--- src/hw/mm_macros.svh ---
// widths, map bases, control register bit positions and timer counts
// for the memory-mapped glue block
`ifndef MM_MACROS_SVH
`define MM_MACROS_SVH

// bus widths
`define MM_ADDR_W          8      // word address
`define MM_DATA_W          16     // data bus
`define MM_INDEX_W         6      // word index within a region

// memory map
`define MM_RAM_WORDS       64     // chip ram at 0x00..0x3f
`define MM_RTC_BASE        'h40   // rtc nibble window
`define MM_RTC_WORDS       16     // one word per nibble
`define MM_RTC_W           64     // rtc value width
`define MM_NIBBLE_W        4
`define MM_CTRL_ADDR       'h50   // control register

// control register layout
`define MM_CTRL_W          5      // stored bits, usr_rst not kept
`define MM_CTRL_LED        0      // power led enable
`define MM_CTRL_MEMCFG_LO  1
`define MM_CTRL_MEMCFG_HI  4
`define MM_MEMCFG_W        4
`define MM_CTRL_USR_RST    5      // write-only, reads 0

// system timer
`define MM_RESET_FRAMES    4      // sof pulses held in reset
`define MM_FRAME_CNT_W     3
`define MM_LED_CNT_W       6

`endif

--- src/hw/mm_pkg.sv ---
// shared enums of the glue block: bus states, access regions and
// reset states

package mm_pkg;

	// ------------------------------------------------------------------------
	// four-phase bus FSM
	// ------------------------------------------------------------------------
	typedef enum logic [1:0] {
		bs_idle    = 2'd0,  // waiting for req
		bs_access  = 2'd1,  // acc_en strobe
		bs_ack     = 2'd2,  // ack held until req drops
		bs_release = 2'd3   // ack low, back to idle
	} bus_state_t;

	// region opcode from the address decoder
	typedef enum logic [1:0] {
		rg_chip = 2'd0,  // 64-word chip ram
		rg_rtc  = 2'd1,  // rtc nibble window, read only
		rg_ctrl = 2'd2,  // control register
		rg_none = 2'd3   // unmapped, reads 0
	} region_t;

	// system reset hold
	typedef enum logic {
		rs_hold = 1'b0,  // counting sof pulses
		rs_run  = 1'b1
	} rst_state_t;

endpackage

--- src/hw/mm_bus_ctrl.sv ---
// four-phase req/ack bus FSM, issues the one-cycle access strobe
`timescale 1ns/1ns

module mm_bus_ctrl (
	input  logic clk,
	input  logic arst_n,
	input  logic req,      // host request
	input  logic sys_rst,  // held reset, blocks new accesses
	output logic ack,      // host acknowledge
	output logic acc_en    // one-cycle access strobe to the regs
);
	import mm_pkg::*;

	bus_state_t state;
	bus_state_t state_nxt;

	// ------------------------------------------------------------------------
	// next state
	// ------------------------------------------------------------------------
	always_comb begin
		state_nxt = state;
		case (state)
			bs_idle: begin
				// no new cycle while the system is in reset
				if (req && !sys_rst)
					state_nxt = bs_access;
			end
			bs_access: begin
				state_nxt = bs_ack;  // data registered on this edge
			end
			bs_ack: begin
				if (!req)
					state_nxt = bs_release;  // host is done
			end
			bs_release: begin
				state_nxt = bs_idle;
			end
			default: begin
				state_nxt = bs_idle;
			end
		endcase
	end

	// ------------------------------------------------------------------------
	// state and ack registers
	// ------------------------------------------------------------------------
	always_ff @(posedge clk or negedge arst_n) begin
		if (!arst_n) begin
			state <= bs_idle;
			ack   <= 1'b0;
		end else begin
			state <= state_nxt;
			// ack follows req while in bs_ack
			// rises two edges after req was taken, falls on the edge req is seen low
			ack   <= (state == bs_ack) && req;
		end
	end

	// strobe in the cycle after req was accepted
	assign acc_en = (state == bs_access);

endmodule

--- src/hw/mm_sys_timer.sv ---
// system reset hold counted in sof pulses, and the free-running
// power led dimming counter
`timescale 1ns/1ns

module mm_sys_timer (
	input  logic clk,
	input  logic arst_n,
	input  logic sof,      // start-of-frame pulse
	input  logic usr_rst,  // user reset from the control register
	output logic sys_rst,  // held system reset
	output logic led_dim   // dimming gate for the power led
);
	`include "mm_macros.svh"
	import mm_pkg::*;

	rst_state_t                 rst_state;
	logic [`MM_FRAME_CNT_W-1:0] frame_cnt;  // sof pulses seen in rs_hold
	logic [`MM_LED_CNT_W-1:0]   led_cnt;

	// ------------------------------------------------------------------------
	// reset hold
	// ------------------------------------------------------------------------
	always_ff @(posedge clk or negedge arst_n) begin
		if (!arst_n) begin
			rst_state <= rs_hold;
			frame_cnt <= '0;
		end else if (usr_rst) begin
			// restart the hold from zero, also from rs_run
			rst_state <= rs_hold;
			frame_cnt <= '0;
		end else if ((rst_state == rs_hold) && sof) begin
			if (frame_cnt == `MM_FRAME_CNT_W'(`MM_RESET_FRAMES - 1)) begin
				rst_state <= rs_run;  // last frame counted
				frame_cnt <= '0;
			end else begin
				frame_cnt <= frame_cnt + 1'b1;
			end
		end
	end

	assign sys_rst = (rst_state == rs_hold);  // drops one cycle after the last sof

	// ------------------------------------------------------------------------
	// led dimming
	// ------------------------------------------------------------------------
	always_ff @(posedge clk or negedge arst_n) begin
		if (!arst_n)
			led_cnt <= '0;
		else
			led_cnt <= led_cnt + 1'b1;  // free running, wraps every 64
	end

	// low for 4 of every 64 cycles
	assign led_dim = |led_cnt[`MM_LED_CNT_W-1:2];

endmodule

--- src/hw/mm_addr_decode.sv ---
// address decoder, word address to region opcode and word index
`timescale 1ns/1ns
`include "mm_macros.svh"

module mm_addr_decode (
	input  logic [`MM_ADDR_W-1:0]  addr,
	output mm_pkg::region_t        region,
	output logic [`MM_INDEX_W-1:0] index
);
	import mm_pkg::*;

	// region bounds at address width
	localparam logic [`MM_ADDR_W-1:0] ram_top  = `MM_ADDR_W'(`MM_RAM_WORDS);
	localparam logic [`MM_ADDR_W-1:0] rtc_base = `MM_ADDR_W'(`MM_RTC_BASE);
	localparam logic [`MM_ADDR_W-1:0] rtc_top  = `MM_ADDR_W'(`MM_RTC_BASE + `MM_RTC_WORDS);
	localparam logic [`MM_ADDR_W-1:0] ctrl_adr = `MM_ADDR_W'(`MM_CTRL_ADDR);

	logic [`MM_ADDR_W-1:0] rtc_off;  // offset into the rtc window

	assign rtc_off = addr - rtc_base;

	always_comb begin
		region = rg_none;  // unmapped by default
		index  = '0;
		if (addr < ram_top) begin
			region = rg_chip;
			index  = addr[`MM_INDEX_W-1:0];
		end else if ((addr >= rtc_base) && (addr < rtc_top)) begin
			region = rg_rtc;
			index  = rtc_off[`MM_INDEX_W-1:0];  // nibble number
		end else if (addr == ctrl_adr) begin
			region = rg_ctrl;  // single register with index 0
		end
	end

endmodule

--- src/hw/mm_regs.sv ---
// chip ram, control register, rtc nibble read and the OR-combined
// read data register
`timescale 1ns/1ns
`include "mm_macros.svh"

module mm_regs (
	input  logic                    clk,
	input  logic                    arst_n,
	input  logic                    sys_rst,  // clears the read register
	input  logic                    acc_en,   // one-cycle access strobe
	input  logic                    we,
	input  mm_pkg::region_t         region,
	input  logic [`MM_INDEX_W-1:0]  index,
	input  logic [`MM_DATA_W-1:0]   wdata,
	input  logic [`MM_RTC_W-1:0]    rtc,
	input  logic                    led_dim,
	output logic [`MM_DATA_W-1:0]   rdata,
	output logic                    usr_rst,
	output logic                    pwr_led,  // active low
	output logic [`MM_MEMCFG_W-1:0] memcfg
);
	import mm_pkg::*;

	logic [`MM_DATA_W-1:0] chip_ram [`MM_RAM_WORDS];
	logic [`MM_CTRL_W-1:0] ctrl_q;  // led + memcfg
	logic                  wr_en;
	logic                  rd_en;
	logic [`MM_DATA_W-1:0] chip_rd;
	logic [`MM_DATA_W-1:0] rtc_rd;
	logic [`MM_DATA_W-1:0] ctrl_rd;
	logic [`MM_DATA_W-1:0] rd_bus;

	assign wr_en = acc_en && we;
	assign rd_en = acc_en && !we;

	// ------------------------------------------------------------------------
	// writes
	// ------------------------------------------------------------------------
	always_ff @(posedge clk) begin
		if (wr_en && (region == rg_chip))
			chip_ram[index] <= wdata;  // index covers all 64 words
	end

	// survives a user reset as only arst_n clears it
	always_ff @(posedge clk or negedge arst_n) begin
		if (!arst_n)
			ctrl_q <= '0;
		else if (wr_en && (region == rg_ctrl))
			ctrl_q <= wdata[`MM_CTRL_W-1:0];  // bits 4:0 also on a usr_rst write
	end

	// one-cycle pulse straight off the strobe
	assign usr_rst = wr_en && (region == rg_ctrl) && wdata[`MM_CTRL_USR_RST];

	// ------------------------------------------------------------------------
	// read terms that stay zero unless their region is selected
	// ------------------------------------------------------------------------
	assign chip_rd = (region == rg_chip) ? chip_ram[index] : '0;

	// nibble n is rtc[4n+3:4n] zero extended
	assign rtc_rd  = (region == rg_rtc) ?
		`MM_DATA_W'(rtc[{index[3:0], 2'b00} +: `MM_NIBBLE_W]) : '0;

	assign ctrl_rd = (region == rg_ctrl) ? `MM_DATA_W'(ctrl_q) : '0;  // bit 5 reads 0

	assign rd_bus  = chip_rd | rtc_rd | ctrl_rd;  // rg_none gives 0

	// read data register stable while ack is held
	always_ff @(posedge clk) begin
		if (sys_rst)
			rdata <= '0;
		else if (rd_en)
			rdata <= rd_bus;
	end

	// ------------------------------------------------------------------------
	// control outputs
	// ------------------------------------------------------------------------
	assign memcfg  = ctrl_q[`MM_CTRL_MEMCFG_HI:`MM_CTRL_MEMCFG_LO];
	assign pwr_led = ~(ctrl_q[`MM_CTRL_LED] & led_dim);  // off after reset

endmodule

--- src/hw/mm_top.sv ---
// glue block top level with bus FSM, system timer, address
// decoder and register block
`timescale 1ns/1ns
`include "mm_macros.svh"

module mm_top (
	input  logic                    clk,
	input  logic                    arst_n,
	// host bus
	input  logic                    req,
	input  logic                    we,
	input  logic [`MM_ADDR_W-1:0]   addr,
	input  logic [`MM_DATA_W-1:0]   wdata,
	output logic                    ack,
	output logic [`MM_DATA_W-1:0]   rdata,
	// system
	input  logic [`MM_RTC_W-1:0]    rtc,
	input  logic                    sof,  // start of frame
	output logic                    rst_out,
	output logic                    pwr_led,
	output logic [`MM_MEMCFG_W-1:0] memcfg
);
	import mm_pkg::*;

	logic                   acc_en;   // access strobe from bus FSM to regs
	logic                   sys_rst;  // held reset from the timer
	logic                   usr_rst;  // control register write of bit 5
	logic                   led_dim;
	region_t                region;
	logic [`MM_INDEX_W-1:0] index;

	// ------------------------------------------------------------------------
	// bus FSM
	// ------------------------------------------------------------------------
	mm_bus_ctrl u_bus_ctrl (
		.clk     (clk),
		.arst_n  (arst_n),
		.req     (req),
		.sys_rst (sys_rst),
		.ack     (ack),
		.acc_en  (acc_en)
	);

	// reset hold and led dimming
	mm_sys_timer u_sys_timer (
		.clk     (clk),
		.arst_n  (arst_n),
		.sof     (sof),
		.usr_rst (usr_rst),
		.sys_rst (sys_rst),
		.led_dim (led_dim)
	);

	mm_addr_decode u_addr_decode (
		.addr   (addr),
		.region (region),
		.index  (index)
	);

	// ------------------------------------------------------------------------
	// memory and registers
	// ------------------------------------------------------------------------
	mm_regs u_regs (
		.clk     (clk),
		.arst_n  (arst_n),
		.sys_rst (sys_rst),
		.acc_en  (acc_en),
		.we      (we),
		.region  (region),
		.index   (index),
		.wdata   (wdata),
		.rtc     (rtc),
		.led_dim (led_dim),
		.rdata   (rdata),
		.usr_rst (usr_rst),
		.pwr_led (pwr_led),
		.memcfg  (memcfg)
	);

	assign rst_out = sys_rst;  // reset status to the outside

endmodule

--- config.mk ---
export PLATFORM = sky130hd
export DESIGN_NAME = mm_top
export DESIGN_NICKNAME = d
export VERILOG_FILES = /design/src/hw/mm_pkg.sv /design/src/hw/mm_bus_ctrl.sv /design/src/hw/mm_sys_timer.sv /design/src/hw/mm_addr_decode.sv /design/src/hw/mm_regs.sv /design/src/hw/mm_top.sv
export VERILOG_INCLUDE_DIRS = /design/src /design/src/hw
export SDC_FILE = /design/constraint.sdc
export NUM_CORES = 1
export LEC_CHECK = 0
export BUFFER_PORTS_ARGS = -buffer_cell sky130_fd_sc_hd__buf_2
export CAP_MARGIN = 20
export CORE_ASPECT_RATIO = 1.2
export CORE_MARGIN = 2
export CORE_UTILIZATION = 48
export DETAILED_ROUTE_END_ITERATION = 6
export HOLD_SLACK_MARGIN = 0.08
export REMOVE_ABC_BUFFERS = 1
export SKIP_CTS_REPAIR_TIMING = 1
export SYNTH_ARGS = -nofsm -noshare
export SYNTH_HDL_FRONTEND = slang
export SYNTH_SLANG_ARGS = --single-unit
--- constraint.sdc ---
create_clock -name clk -period 4.97 [get_ports clk]
set_clock_uncertainty 0.05 [all_clocks]
set_input_delay 0.2485 -clock clk [delete_from_list [all_inputs] [get_ports clk]]
set_output_delay 0.2485 -clock clk [all_outputs]
set_load 0.02 [all_outputs]
==> results_dict.tcl, run 1 <==
set metrics [dict create \
    synth_top_area_cell "edfxtp_1" \
    port_buffers 115 \
    p_comb_frac 0.073 \
    hold_class "in2reg" \
    netlist.area_leader.share 0.740 \
    die_x_um 273 \
    synth_seq_cells 1058 \
    drv_cap 0 \
    p_leak_nw 15.5 \
    htreeDepth 3 \
    dp_hpwl_um 78300 \
    slowest_stage "or4_1" \
    syn_to_final_growth_pct 14.3 \
    cts.sinks 1058 \
    synth.distinct_cells 84 \
    setup_viol 0 \
    endpoint_kind "flop" \
    status "finished, final reports clean" \
    synth-async-reset-ratio 0.0170 \
    syn-cell-area_um2 41500 \
    firstDrtPassIters 6 \
    cp_max_fo 18 \
    grt_pass1_wl_um 184000 \
    setup_tns_ns 0 \
    tightest_slew_ns 1.15 \
    hold_slack_ns 0.0740 \
    ys.flop_type "edfxtp_1" \
    hold_path_end "u_regs.chip_ram[38][5]$_DFFE_PP_" \
    start_util 0.483 \
    drc_errors 0 \
    rows 118 \
    cpMostUsedCell "nor4_1" \
    seqPwrFrac 0.527 \
    synth_area_leaders "edfxtp_1 74%, mux2i_1 5.1%, o221ai_1 1.9%" \
    synth_edf_count 1024 \
    worstSetupPathType "in2reg" \
    cts_tree "done" \
    grt_usage 0.289 \
    finalCritPeriodShare 0.732 \
    crit_chain "buf_2 > o21a_1 > or4_1 > o2111ai_2 > nor4_1 > a31o_1 > nor4_1 > o32ai_1" \
    hp-start "wdata[5]" \
    instances_no_fill 3951 \
    first_global_vias 25155 \
    synthCells 2517 \
    cpPeakStageDelay_ns 1.16 \
    drt_iter0_markers 3347 \
    critPathBufInv 1 \
    final_nets 2829 \
    postRouteAntennaNets 0 \
    max-vdd-ir-drop_mv 0.292 \
    drt_wl_total_um 129000 \
    cts_made_buffers 99 \
    reg2reg_from "u_bus_ctrl.state[1]$_DFFE_PN0P_" \
    place_area_um2 44200 \
    die_y_um 326 \
    r2r_setup_slack_ns 1.34 \
    antenna_found_initial 3 \
    yosysWarnings 0 \
    dp.cells 3765 \
    ys_seq_area_frac 0.759 \
    grt_max_degree 71 \
    worst_setup_path_start_kind "input port" \
    grt_setup_unrepaired "no" \
    via_per_inst 6.50 \
    swShare 0.229 \
    finalWeightedCongestion 0.904 \
    core_um2 86100 \
    slew_headroom 0.232 \
    required_ns 5.42 \
    r2r-end "u_regs.chip_ram[34][14]$_DFFE_PP_" \
    n_antenna_cell 0 \
    crit_arrival_ns 4.09 \
    switching_power_mw 4.32 \
    finalCriticalPeriod_ns 3.64 \
    clk_latency_ns 0.68 \
    vias 25688 \
    slew_violations 0 \
    cts_root_buffer "clkbuf_16" \
    crit_family "simple AND/OR/NAND/NOR gates" \
    avgSynthCellArea_um2 16.5 \
    stdcell_area_um2 47500 \
    dieArea_um2 88900 \
    clk_pin_slew_worst_paths_ns 0.06 \
    avgRoutedWirePerCell_um 32.7 \
    hold_viol_final 0 \
    holdPathStages 1 \
    drive_gt1_frac 0.186 \
    max_freq_ghz 0.275 \
    p_per_area_nw_per_um2 397 \
    grt_overflow 0 \
    clockPowerShare 0.399 \
    r2r_cells 6 \
    io_pins 116 \
    internal_power_mw 14.5 \
    clockBufferDepth 3 \
]
[how the worst max path moves through the flow]
stage                                     from                                end  slack (ns)  cells past startpoint
6_report                               addr[4]      u_regs.rdata[15]$_SDFFE_PN0P_        1.33                      8
5_1_grt        u_bus_ctrl.state[1]$_DFFE_PN0P_   u_regs.chip_ram[49][5]$_DFFE_PP_        1.27                      6
4_1_cts        u_bus_ctrl.state[1]$_DFFE_PN0P_  u_regs.chip_ram[53][11]$_DFFE_PP_        1.42                      6
3_5_place_dp                           addr[4]      u_regs.rdata[15]$_SDFFE_PN0P_        0.85                     10
3_3_place_gp                           addr[4]       u_regs.rdata[8]$_SDFFE_PN0P_        0.74                     10
2_1_floorplan                          addr[4]   u_regs.chip_ram[46][0]$_DFFE_PP_       -0.88                      4
[cells in the mapped netlist (13+ instances only)]
library cell	count
a2111oi_0	19
a211oi_1	38
a21oi_1	84
a221oi_1	32
a31oi_1	13
a32o_1	28
and3_1	22
buf_1	15
buf_2	88
buf_4	22
clkbuf_1	43
dfrtp_1	18
dfxtp_1	16
edfxtp_1	1024
mux2_2	51
mux2i_1	211
nand2_1	151
nand3_1	44
nor2_1	104
nor3_1	32
o211ai_1	19
o21ai_0	51
o221ai_1	88
o22ai_1	87
[final cells by class]
class                      instances  area, um2
clock buffer                     129       2670
clock inverter                    53        515
fill                            6734      38600
inverter                           7       26.3
multi-input combinational       1278       9260
sequential                      1058      31500
tap                             1140       1430
timing repair buffer             286       2050
[kinds of logic (layout without fill, tap and decap cells)]
family	Yosys count	after routing	synth area share
compound gates	568	568	0.101
simple gates	438	438	0.0507
buf+inv	181	475	0.0221
mux	262	262	0.0647
flops	1058	1058	0.759
fa+ha+maj	6	6	0.00181
xor+xnor	4	4	0.000843
[layout by cell type, fill, tap and decap left out, types with 8 or more instances in the layout]
master	synthesis	layout
nand2_1	151	147
nor4_1	8	8
dfxtp_1	16	16
buf_12	0	13
o21ai_0	51	51
nor3_1	32	14
a32o_1	28	28
clkbuf_16	0	101
o211ai_1	19	19
a21oi_1	84	84
buf_4	22	153
mux2i_1	211	211
nor3_2	0	18
edfxtp_1	1024	1024
o221ai_1	88	88
buf_2	88	113
or3_1	11	11
o22ai_1	87	87
a211o_1	9	9
nand2b_1	10	10
a31oi_1	13	13
o2111ai_1	8	8
a221oi_1	32	32
a2111oi_0	19	19
clkinv_2	0	13
a221o_1	8	8
nand4_1	9	9
mux2_2	51	51
dfrtp_1	18	18
o22a_1	10	10
clkinv_1	0	20
bufinv_16	0	9
nor2_1	104	101
clkbuf_1	43	24
nand3_1	44	44
and3_1	22	22
a211oi_1	38	38
[sequential cells by signal, summed over array words and instances (netlist names)]
register	cells
u_bus_ctrl.ack	1
u_bus_ctrl.state	2
u_regs.chip_ram	1024
u_regs.ctrl_q	5
u_regs.rdata	16
u_sys_timer.frame_cnt	3
u_sys_timer.led_cnt	6
u_sys_timer.rst_state	1
[metal layers]
| layer | vias up | track usage | wire [um] |
|---|---|---|---|
| met5 | - | 0 | 0 |
| met4 | 0 | 0.122 | 5810 |
| met1 | 13094 | 0.387 | 49200 |
| met2 | 1657 | 0.467 | 61800 |
| met3 | 287 | 0.0495 | 12400 |
| li1 | 10650 | - | - |
[per-stage QoR]
step           utilization  worst slack (ns)  power (mW)
6_report             0.551              1.33        18.8
3_3_place_gp         0.514             0.741        11.4
2_1_floorplan            -            -0.877        10.6
3_5_place_dp         0.514             0.853        11.5
5_1_grt              0.551              1.27        19.3
4_1_cts              0.551              1.42        18.9
[power groups by stage]
stage                     combinational, mW  clock [mW]  sequential (mW)
after floorplan                       0.511           0             10.1
after global placement                 1.31           0             10.1
after detailed placement               1.35           0             10.1
after CTS                              1.35        7.58             9.92
after global routing                   1.43        7.92             9.93
final                                  1.38        7.52             9.93
Note: power is estimated with default switching activity, not from simulation.
==> run 2, diff against run 1 <==
--- a/config.mk
+++ b/config.mk
@@ -6,6 +6,7 @@
 export SDC_FILE = /design/constraint.sdc
 export NUM_CORES = 1
 export LEC_CHECK = 0
+export ABC_AREA = 1
 export BUFFER_PORTS_ARGS = -buffer_cell sky130_fd_sc_hd__buf_2
 export CAP_MARGIN = 20
 export CORE_ASPECT_RATIO = 1.2
@@ -13,6 +14,7 @@
 export CORE_UTILIZATION = 48
 export DETAILED_ROUTE_END_ITERATION = 6
 export HOLD_SLACK_MARGIN = 0.08
+export PLACE_DENSITY = 0.66
 export REMOVE_ABC_BUFFERS = 1
 export SKIP_CTS_REPAIR_TIMING = 1
 export SYNTH_ARGS = -nofsm -noshare
==> constraint.sdc (replaced) <==
create_clock -name clk -period 3 [get_ports clk]
set_clock_uncertainty 0.05 [all_clocks]
set_input_delay 0.15 -clock clk [delete_from_list [all_inputs] [get_ports clk]]
set_output_delay 0.15 -clock clk [all_outputs]
set_load 0.02 [all_outputs]
==> run 2 against run 1 <==
Net effect: wire length is 4.6% higher; sequential share of layout area decreased by 4.3 points; synthesized cell count is 56% higher; synthesized area is 5.5% higher; clock power grew 68%; design area grew 6.9%; combinational power increased by 78%; critical path type is now reg2reg; highest routed layer is now met5.
==> results_dict.tcl, run 2 <==
set metrics [dict create \
    slew_violations 0 \
    synth_top_area_cell "edfxtp_1" \
    status "finished, final reports clean" \
    syn-cell-area_um2 43800 \
    worst_setup_path_start_kind "flop" \
    top_layer "met5" \
    grt_usage 0.287 \
    drt_iter0_markers 3908 \
    start_util 0.483 \
    core_um2 90700 \
    yosys-top-cells-count "1070 x nand2_1, 1024 x edfxtp_1, 529 x nor2_1" \
    clk_pin_slew_worst_paths_ns 0.06 \
    hold_viol_final 0 \
    vias 30756 \
    drive_gt1_frac 0.130 \
    cp_max_fo 11 \
    synthCells 3932 \
    die_x_um 280 \
    cts_tree "done" \
    p_leak_nw 19.6 \
    drc_errors 0 \
    firstDrtPassIters 6 \
    synth_area_leaders "edfxtp_1 70%, nand2_1 9.2%, nor2_1 4.5%" \
    cts.sinks 1058 \
    max-vdd-ir-drop_mv 0.461 \
    postRouteAntennaNets 0 \
    setup_viol 0 \
    clockBufferDepth 3 \
    syn_to_final_growth_pct 15.8 \
    first_global_vias 28666 \
    grt_overflow 0 \
    grt_setup_unrepaired "no" \
    slew_headroom 0.263 \
    htreeDepth 3 \
    cpPeakStageDelay_ns 0.86 \
    finalWeightedCongestion 0.957 \
    rows 121 \
    met3_wirelength_um 14800 \
    largest_reg_flops 1024 \
    tightest_slew_ns 1.11 \
    endpoint_kind "flop" \
    synth-async-reset-ratio 0.0170 \
    dieArea_um2 93800 \
    synth_seq_cells 1058 \
    synth.distinct_cells 40 \
    critPathBufInv 3 \
    yosysWarnings 0 \
    required_ns 3.57 \
    final_common_cell "nand2_1" \
    ys_seq_area_frac 0.719 \
    drv_cap 0 \
    power_mw 31.6 \
    hold_slack_ns 0.0606 \
    port_buffers 115 \
    clk_latency_ns 0.70 \
    mostFrequentLayoutCells "1066 x nand2_1, 1024 x edfxtp_1, 526 x nor2_1" \
    grt_pass1_wl_um 194000 \
    drt_wl_total_um 135000 \
    avgRoutedWirePerCell_um 24.8 \
    netlist.area_leader.share 0.701 \
    met2_wirelength_um 63900 \
    yosysMostFrequentCell "nand2_1" \
    cts_root_buffer "clkbuf_16" \
    dp_hpwl_um 84500 \
    avgSynthCellArea_um2 11.1 \
    via_per_inst 5.64 \
    hold_class "in2reg" \
    regMostFlops "u_regs.chip_ram" \
    crit_chain "inv_1 > ha_1 > inv_1 > nor2_1 > inv_1 > nor2_1 > nand2_1 > nor2_1 > nand2_1 > a21oi_1" \
    finalCriticalPeriod_ns 2.81 \
    synth_edf_count 1024 \
    finalCritPeriodShare 0.937 \
    cts_made_buffers 101 \
    final_nets 4295 \
    worstSetupPathType "reg2reg" \
    fin_util 0.560 \
    p_per_area_nw_per_um2 622 \
    crit_arrival_ns 3.38 \
    io_pins 116 \
    ys.flop_type "edfxtp_1" \
    top_regs "u_regs.chip_ram: 1024 flops, u_regs.rdata: 16 flops, u_sys_timer.led_cnt: 6 flops" \
    die_y_um 335 \
    drt-met1-wl_um 50500 \
    slowest_stage "nor2_1" \
    max_freq_ghz 0.356 \
    grt_max_degree 95 \
    antenna_found_initial 8 \
    crit_family "simple AND/OR/NAND/NOR gates" \
]
## run 2: cell types whose count changed after synthesis, sizes merged, moves of 28 or more
cell and delta:
nand2 +920, nor2 +426, nand3 +339, inv +312, mux2i -211, o221ai -88
o22ai -80, o21ai +78, mux2 -51, or2 +39, a211oi -38, a221oi -32
a32o -28
## run 2: cell families after synthesis
kind of cell,after synthesis,synth area share
DFF,1058,0.719
AOI/OAI and AO/OA,249,0.0307
xor gates and xnor gates,4,0.000799
and+or+nand+nor,2102,0.199
adders and majority gates,6,0.00171
buffers and inverters,513,0.0490
## run 2: metal layers
| layer | track usage | vias up |
|---|---|---|
| met5 | 0 | - |
| met4 | 0.126 | 8 |
| met3 | 0.0543 | 288 |
| met2 | 0.464 | 1853 |
| met1 | 0.379 | 14833 |
| li1 | - | 13774 |
## run 2: area by class of cell
class	instances	area, um2
fill	7354	39900
sequential	1058	31500
multi-input combinational	2361	10200
timing repair buffer	353	3060
clock buffer	124	2730
tap	1168	1460
inverter	321	1210
clock inverter	61	524
antenna	3	7.51
## run 2: path summary, 6_finish.rpt
check | depth (start not counted) | slack, ns | to | startpoint
worst max-delay path | 10 | 0.19 | u_regs.rdata[10]$_SDFFE_PN0P_ | u_bus_ctrl.state[1]$_DFFE_PN0P_
worst min-delay path | 7 | 0.06 | u_regs.rdata[4]$_SDFFE_PN0P_ | addr[7]
worst max register to register | 10 | 0.19 | u_regs.rdata[10]$_SDFFE_PN0P_ | u_bus_ctrl.state[1]$_DFFE_PN0P_
worst min register to register | 1 | 0.40 | u_sys_timer.led_cnt[0]$_DFF_PN0_ | u_sys_timer.led_cnt[0]$_DFF_PN0_
max in group asynchronous | 4 | 2.26 | u_sys_timer.led_cnt[1]$_DFF_PN0_ | arst_n
min in group asynchronous | 4 | 0.47 | u_regs.ctrl_q[3]$_DFFE_PN0N_ | arst_n
## run 2: where the power goes
group | internal [mW] | total (mW) | switching, mW
Combinational | 0.668 | 2.45 | 1.78
Clock | 7.13 | 12.6 | 5.50
Sequential | 16.3 | 16.5 | 0.155
Total | 24.1 | 31.6 | 7.43
## run 2: metrics by stage
| stage | setup WS [ns] | cells | setup TNS, ns | instance area, um2 |
|---|---|---|---|---|
| after floorplan | -5.17 | 3740 | -1925.28 | 42900 |
| after global placement | 0.0156 | 5247 | 0 | 47300 |
| after detailed placement | 0.0361 | 5248 | 0 | 47300 |
| after CTS | 0.316 | 5433 | 0 | 50600 |
| after global routing | 0.0483 | 5447 | 0 | 50700 |
| final | 0.190 | 5449 | 0 | 50800 |
## run 2: worst reg2reg max path: cells and delay by family, from the launching register on
kind,cells,cell delay [ns]
compound gates,1,0.13
flops,1,0.38
simple gates,5,1.49
fa+ha+maj,1,0.33
buf+inv,3,0.35
